File: src/hdl/conv_pkg.sv
package conv_pkg;

    localparam int KERNEL       = 7;
    localparam int PIX_PER_WORD = 4;
    localparam int ADDR_W       = 16;
    localparam int QUANT_SHIFT  = 16;

    typedef logic signed [7:0] pixel_t;

    // pix[k] is pixel 4c+k, byte 0 is the leftmost
    typedef union packed {
        logic [31:0]                   raw;
        pixel_t [PIX_PER_WORD-1:0]     pix;
    } act_word_u;

    typedef logic signed [31:0] psum_t;

    typedef pixel_t [KERNEL-1:0] kernel_row_t; // element k is column k

    typedef struct packed {
        logic [ADDR_W-1:0] act_base;
        logic [ADDR_W-1:0] weight_base;
        logic [ADDR_W-1:0] out_base;
        logic [15:0]       scale;
    } conv_cfg_t;

    typedef struct packed {
        logic              en;
        logic [ADDR_W-1:0] addr;
    } mem_rd_t;

    typedef struct packed {
        logic              en;
        logic [ADDR_W-1:0] addr;
        act_word_u         data;
    } out_wr_t;

    typedef struct packed {
        logic              valid;
        logic              pad;      // zero slot, no read issued
        logic [1:0]        slot;     // left, centre, right
        logic [2:0]        krow;
        logic              last_row;
        logic [ADDR_W-1:0] out_addr;
    } row_tag_t;

    typedef struct packed {
        logic       valid;
        logic [2:0] krow;
    } wt_tag_t;

endpackage
File: src/hdl/conv7_ctrl.sv
`timescale 1ns/100ps

module conv7_ctrl #(
    parameter int IMG_W_WORDS = 4,
    parameter int IMG_H       = 10,
    parameter int NUM_CH      = 2
) (
    input  logic                 clk,
    input  logic                 rst_n,
    input  logic                 start,
    input  conv_pkg::conv_cfg_t  cfg,
    output logic                 finish,
    output conv_pkg::mem_rd_t    wt_rd,
    output conv_pkg::wt_tag_t    wt_tag,
    output conv_pkg::mem_rd_t    act_rd,
    output conv_pkg::row_tag_t   row_tag
);

    typedef logic [conv_pkg::ADDR_W-1:0] addr_t;
    typedef enum logic [2:0] {IDLE, LOAD_WT, STREAM, DRAIN, DONE} state_t;

    localparam int PLANE     = IMG_H * IMG_W_WORDS;
    localparam int WT_PER_CH = 2 * conv_pkg::KERNEL; // two words per kernel row
    localparam logic [2:0] LAST_KROW = 3'(conv_pkg::KERNEL - 1);

    state_t      state;
    logic [15:0] ch;
    logic [15:0] oy;
    logic [15:0] ox;
    logic [2:0]  wt_cnt;
    logic [2:0]  krow;
    logic [1:0]  slot;
    logic [1:0]  drain_cnt;
    logic        last_slot;
    logic        last_group;
    int          iy;
    int          ix;

    assign last_slot  = (slot == 2'd2) && (krow == LAST_KROW);
    assign last_group = last_slot && (ox == 16'(IMG_W_WORDS - 1)) && (oy == 16'(IMG_H - 1));

    always_ff @(posedge clk) begin
        if (!rst_n) begin
            state     <= IDLE;
            ch        <= '0;
            oy        <= '0;
            ox        <= '0;
            wt_cnt    <= '0;
            krow      <= '0;
            slot      <= '0;
            drain_cnt <= '0;
        end else begin
            case (state)
                IDLE: begin
                    if (start) begin
                        state  <= LOAD_WT;
                        ch     <= '0;
                        wt_cnt <= '0;
                    end
                end
                LOAD_WT: begin
                    wt_cnt <= wt_cnt + 3'd1;
                    if (wt_cnt == LAST_KROW) begin
                        state <= STREAM;
                        oy    <= '0;
                        ox    <= '0;
                        krow  <= '0;
                        slot  <= '0;
                    end
                end
                STREAM: begin
                    if (slot == 2'd2) begin
                        slot <= '0;
                        if (krow == LAST_KROW) begin
                            krow <= '0;
                            if (ox == 16'(IMG_W_WORDS - 1)) begin
                                ox <= '0;
                                oy <= oy + 16'd1;
                            end else begin
                                ox <= ox + 16'd1;
                            end
                        end else begin
                            krow <= krow + 3'd1;
                        end
                    end else begin
                        slot <= slot + 2'd1;
                    end
                    if (last_group) begin
                        state     <= DRAIN;
                        drain_cnt <= '0;
                    end
                end
                DRAIN: begin
                    drain_cnt <= drain_cnt + 2'd1;
                    if (drain_cnt == 2'd2) begin // groups in flight have left the pipe
                        wt_cnt <= '0;
                        if (ch == 16'(NUM_CH - 1)) begin
                            state <= DONE;
                        end else begin
                            ch    <= ch + 16'd1;
                            state <= LOAD_WT;
                        end
                    end
                end
                DONE: state <= IDLE;
                default: state <= IDLE;
            endcase
        end
    end

    // address generation holds every bounds test
    always_comb begin
        iy = int'(oy) + int'(krow) - 3;
        ix = int'(ox) + int'(slot) - 1;

        wt_rd.en     = (state == LOAD_WT);
        wt_rd.addr   = cfg.weight_base + addr_t'(WT_PER_CH * int'(ch) + 2 * int'(wt_cnt));
        wt_tag.valid = wt_rd.en;
        wt_tag.krow  = wt_cnt;

        row_tag.valid    = (state == STREAM);
        row_tag.pad      = (iy < 0) || (iy >= IMG_H) || (ix < 0) || (ix >= IMG_W_WORDS);
        row_tag.slot     = slot;
        row_tag.krow     = krow;
        row_tag.last_row = (krow == LAST_KROW);
        row_tag.out_addr = cfg.out_base
                         + addr_t'(PLANE * int'(ch) + IMG_W_WORDS * int'(oy) + int'(ox));

        act_rd.en   = row_tag.valid && !row_tag.pad;
        act_rd.addr = cfg.act_base + addr_t'(iy * IMG_W_WORDS + ix);
    end

    assign finish = (state == DONE);

    // reads stay inside the input plane
    assert property (@(posedge clk) disable iff (!rst_n)
        act_rd.en |-> addr_t'(act_rd.addr - cfg.act_base) < addr_t'(PLANE));

    // one pulse per run
    assert property (@(posedge clk) disable iff (!rst_n)
        finish |=> !finish);

endmodule

File: config.mk
export PLATFORM = sky130hd
export DESIGN_NAME = conv7_ctrl
export DESIGN_NICKNAME = d
export VERILOG_FILES = /design/src/hdl/conv_pkg.sv /design/src/hdl/conv7_ctrl.sv
export SDC_FILE = /design/constraint.sdc
export NUM_CORES = 1
export LEC_CHECK = 0
export BUFFER_PORTS_ARGS = -buffer_cell sky130_fd_sc_hd__buf_2
export CAP_MARGIN = 10
export CORE_MARGIN = 2
export CORE_UTILIZATION = 40
export DETAILED_ROUTE_END_ITERATION = 10
export PLACE_DENSITY_LB_ADDON = 0.15
export SETUP_SLACK_MARGIN = 0.3
export SLEW_MARGIN = 20
export SYNTH_ARGS = -nofsm -noshare
export SYNTH_HDL_FRONTEND = slang
export SYNTH_SLANG_ARGS = --single-unit
export TNS_END_PERCENT = 1
File: constraint.sdc
create_clock -name clk -period 4.8 [get_ports clk]
set_clock_uncertainty 0.2 [all_clocks]
set_input_delay 0.48 -clock clk [delete_from_list [all_inputs] [get_ports clk]]
set_output_delay 0.48 -clock clk [all_outputs]
set_load 0.005 [all_outputs]
# == After elaboration in Yosys (flattened, before gate mapping) ==
# Index checks and enable logic that the tools add are counted.
# classes
n_div,0
shifts,0
magnitude_cmp,4
n_eq_ne,19
addsub,18
n_bitwise,0
reduce_logical,21
n_mul,2
n_mux,31
# op_table
cell,n
16-bit 2-to-1 mux,10
16-bit adder,6
16-bit case mux with 2 select lines,3
16-bit by 1-bit adder with 16-bit output (second input constant),3
18-bit by 1-bit less-than comparator with 1-bit output (second input constant),2
3-bit 2-to-1 mux,10
18-bit by 4-bit >= comparator with 1-bit output (second input constant),1
18-bit by 5-bit >= comparator with 1-bit output (second input constant),1
17-bit by 1-bit subtractor with 18-bit output (second input constant),1
17-bit by 2-bit subtractor with 18-bit output (second input constant),1
16-bit by 2-bit adder with 17-bit output,1
16-bit by 3-bit adder with 17-bit output,1
16-bit by 4-bit adder with 16-bit output,1
16-bit by 1-bit equality test with 1-bit output (second input constant),1
16-bit by 2-bit equality test with 1-bit output (second input constant),1
16-bit by 4-bit equality test with 1-bit output (second input constant),1
3-bit by 16-bit multiplier with 13-bit output (first input constant),1
3-bit by 16-bit multiplier with 15-bit output (first input constant),1
3-bit case mux with 4 select lines,1
4-bit AND reduction,3
3-bit equality test (second input constant),3
3-bit case mux with 3 select lines,1
2-bit by 1-bit inequality test with 1-bit output (second input constant),4
2-bit inequality test (second input constant),4
17 further kinds,33
# word_totals
in_bits,67
latch_bits,0
reg_bits,61
ram_bits,0
elab_cells,103
romBits,0
mem_count,0

# == Longest topological paths before layout ==
# depth
depth_word,8
depth_mapped,21

# == Worst setup path before layout ==
# Ideal clock, no wire load.
# synth_timing
kind,reg-to-output
from,register krow[1]
to,output act_rd[14] in the netlist's numbering
t_required_ns,4.120
path_stages_with_launch,19
n_path_buf,0
slack_ns,-0.003
arrival_ns,4.123
path_cell_list,dfxtp_1 ha_1 ha_1 fa_1 a21o_1 a211o_1 a21oi_1 nor2_1 o21a_1 nor2_1 xnor2_1 fa_1 ha_1 or3_1 o21ai_0 a21oi_1 a21o_1 a21oi_1 xnor2_1
# synth_rtl
element,line,text
from (decl),conv7_ctrl.sv:31,logic [2:0] krow;
from (signal assigned),conv7_ctrl.sv:83,krow <= krow + 3'd1;
to (decl),conv7_ctrl.sv:15,"output conv_pkg::mem_rd_t act_rd,"

==> metrics <==
Min-Delay Endpoint=ch[15]; critical path type=reg -> out; number of failing hold endpoints at the final stage=0; Total Routing Usage GR=19.2%; primary flip-flop cell chosen by synthesis mapping=sky130_fd_sc_hd__dfxtp_1; Vias/cell=4.96; portion of synthesized cell area occupied by the leading cell type=24.5%; vias after detailed routing=8126; final weighted congestion in routability-driven placement=0.856; hold wc startpoint=ch[15]; fin. max-slew vios=0; CP arrival=4560 ps; unrepaired setup endpoints after global routing=true; drt first-iter violations=277; area enclosed by the die boundary=25000 um^2; share of final-layout standard cells stronger than drive strength 1=24.9%; # diodes=0; P per Cell Area=123 nW/um^2; Max VDD drop=158 uV; part of the cycle the worst path needs=109%; Post-Synth Simple-Gate Area=17.3%; Clock H-tree levels=3; non-filler instance count after layout=1637; I/O Buffers=111; clock transition at the registers of the reported paths=60 ps; total internal power=0.00102 W; leading area contributor after synthesis=sky130_fd_sc_hd__ha_1; sum of overflow across all layers after global routing=0; Die Height=158 um; kind of end point of the critical path=output pin; reg-to-reg critical path startpoint=state[1]; category of the worst setup path launch point=flop; post-placement cell count=1618; library cell with the highest instance count after synthesis=sky130_fd_sc_hd__ha_1; category of cells accounting for the largest share of critical-path delay=adder cells; Sw Share=29.6%; WHS Path Cells=2; IO Pins=130; largest fanout on the critical path=2; growth of design area from synthesis to finish=24.2%; number of routed nets with antenna violations=0; warning count from the yosys run=0; max-cap violations=0; minimum clock period=5240 ps; via count of the first global-routing pass=7740; xor-xnor portion of the synthesized cell area=12.2%; Core Area=23400 um^2; number of enable flip-flop cells after synthesis=0; root cell of the clock tree=sky130_fd_sc_hd__clkbuf_16; final standard cell utilization of the core=50.5%; synthesized net count=1432; slew of the pin with the lowest slew margin=632 ps; worst-path cell with the longest stage delay=sky130_fd_sc_hd__fa_1; post-place setup slack=-171 ps; static leakage=5.62 nW; critical-path cell list=ha_4, ha_4, fa_2, a21o_1, a211o_1, a21oi_4, buf_6, nor2_4, o21a_1, nor2_2, xnor2_1, fa_1, ha_2, or3_1, o21ai_1, a21oi_2, a21o_1, a21oi_2, xnor2_1, buf_2; switching pwr=0.000430 W; destination of the worst register-to-register timing path=ox[15]; sum of routed wire length over all layers=23.3 mm; final setup vio count=10; sequential share of power=35.3%; failing checks=negative setup slack; combinational cell fraction of total power=22.7%; highest cell delay on the worst timing path=470 ps; GR Layer Usage met3=2.27%; hold_buf cts=0; area fraction in compound gates after synthesis=13.8%; number of sinks on the clock net=61; number of buffers added by the clock tree synthesis step=9; CP bufs+invs=2; Clock power frac=41.9%; run status=finished with violations; Residual DRC=0; Avg Synthesized Cell Area=8.50 um^2; flop and latch count out of synthesis=61; wire length of the first global-routing pass=38.4 mm; number of nets at the end of the flow=1626; number of antenna violations at the first check in global routing=0; Pre-Repair DR Iteration Count=4; HP Class=reg -> reg; effective utilization at floorplan=40.7%; met2 usage=31.6%; number of distinct library cell variants in the gate-level netlist after synthesis=72; required time worst endpoint=4120 ps; top post-synthesis cells by area=sky130_fd_sc_hd__ha_1 24%, sky130_fd_sc_hd__dfxtp_1 13%, sky130_fd_sc_hd__fa_1 13%; proportion of synthesized area in mux cells=0.434%; share of synthesized flip-flops with an asynchronous set or reset=0%; DP Wirelength=19.4 mm; cells on worst reg2reg path=10; PnR worst setup slack=-444 ps; drt wl/cell=14.2 um; cell types with the highest counts after synthesis=186 x sky130_fd_sc_hd__ha_1, 144 x sky130_fd_sc_hd__inv_1, 107 x sky130_fd_sc_hd__xnor2_1; synthesized-area fraction occupied by adder cells=37.1%; reg-to-reg slack, setup=1520 ps; GRT Max-Usage Layer=met2; buffers from clock root to sink, at most=2; TritonCTS clock tree=done; met1 Use GR=27.5%; row count=56; post-synthesis instance area=9510 um^2; pin count of the biggest net entering global routing=17; width of the die=158 um; Gate Count Post-Synth=1119; main combinational cell family by area after synthesis=adder cells; sequential share of the synthesized area=12.8%; source-to-sink clock delay at the later pin of the worst-skew pair=340 ps; Max-slew headroom=57.9%; achievable clock frequency=191 MHz
-- worst max-delay path by stage --
stage | start | end | slack [ps] | cells after the start
after detailed placement | ox[1] | act_rd[15] | -170 | 21
after global placement | ox[1] | act_rd[15] | -160 | 22
after floorplan | ch[1] | wt_rd[15] | 290 | 17
final | oy[1] | act_rd[14] | -440 | 20
after global routing | oy[1] | act_rd[14] | -640 | 20
after CTS | krow[1] | act_rd[14] | -440 | 20
-- flip-flops by register name (all words and copies together) (netlist names) --
signal     flops
ch            16
drain_cnt      2
krow           3
ox            16
oy            16
slot           2
state          3
wt_cnt         3
-- cell usage in the layout (no fill, tap or decap), drive strengths merged, types with 9 or more instances in the layout --
master,instances
inv,146
dfxtp,61
nand4,14
nand3,30
a21oi,71
ha,186
a31oi,9
nand2,45
buf,194
o21a,11
nor2,104
a21o,15
and3,10
or3,10
o21ai,40
fa,60
xnor2,107
nor3,18
xor2,26
nor2b,23
clkbuf,9
nand2b,19
-- per-stage QoR --
| stage | hold slack [ps] | setup TNS [ps] | total power [W] | area [um^2] |
|---|---|---|---|---|
| finish | 311 | -1990 | 0.00145 | 11800 |
| global route | 341 | -4770 | 0.00154 | 11800 |
| floorplan | 271 | 0 | 0.000713 | 9610 |
| global placement | 285 | -374 | 0.000838 | 11100 |
| CTS | 312 | -2670 | 0.00147 | 11600 |
| detailed placement | 298 | -444 | 0.000841 | 11100 |
-- timing repair --
| action | in CTS | in global routing |
|---|---|---|
| pin swaps | 28 | 40 |
| resized for setup | 37 | 53 |
| endpoints found under the hold margin | 0 | 0 |
| endpoints found under the setup margin | 21 | 24 |
| setup buffers | 1 | 2 |
| cloned | 0 | 0 |
-- per-layer routing --
metal	part of all wire [%]	wire (um)
met4	0.93	216
met5	0	0
met3	3.1	731
met2	46	10600
met1	50	11700
-- power by group through the flow --
stage	sequential (W)	combinational (W)	clock, W
after floorplan	0.000526	0.000187	0
after global placement	0.000525	0.000313	0
after detailed placement	0.000526	0.000315	0
after CTS	0.000514	0.000326	0.000626
after global routing	0.000514	0.000377	0.000644
final	0.000513	0.000330	0.000609
-- kinds of logic after synthesis --
family	count (synthesis)
AOI/OAI and AO/OA	202
DFF	61
xor gates and xnor gates	133
muxes	4
and+or+nand+nor	317
adders and majority gates	246
buffers and inverters	156
-- final cells by class --
type | instances | area [um^2]
clock buffers | 9 | 225
clock inverters | 7 | 51.3
fillers | 2351 | 11600
inverters | 145 | 544
multi-input cells | 902 | 8170
flip-flops and latches | 61 | 1240
well taps | 319 | 399
repair buffers | 194 | 1180
-- worst min-delay path: cells and delay by family (launching register included) --
| family | cells | cell delay [ps] |
|---|---|---|
| flip-flops | 1 | 340 |
| AND/OR/NAND/NOR | 1 | 70 |
| XOR/XNOR | 1 | 70 |
Note: power is estimated with default switching activity, not from simulation.
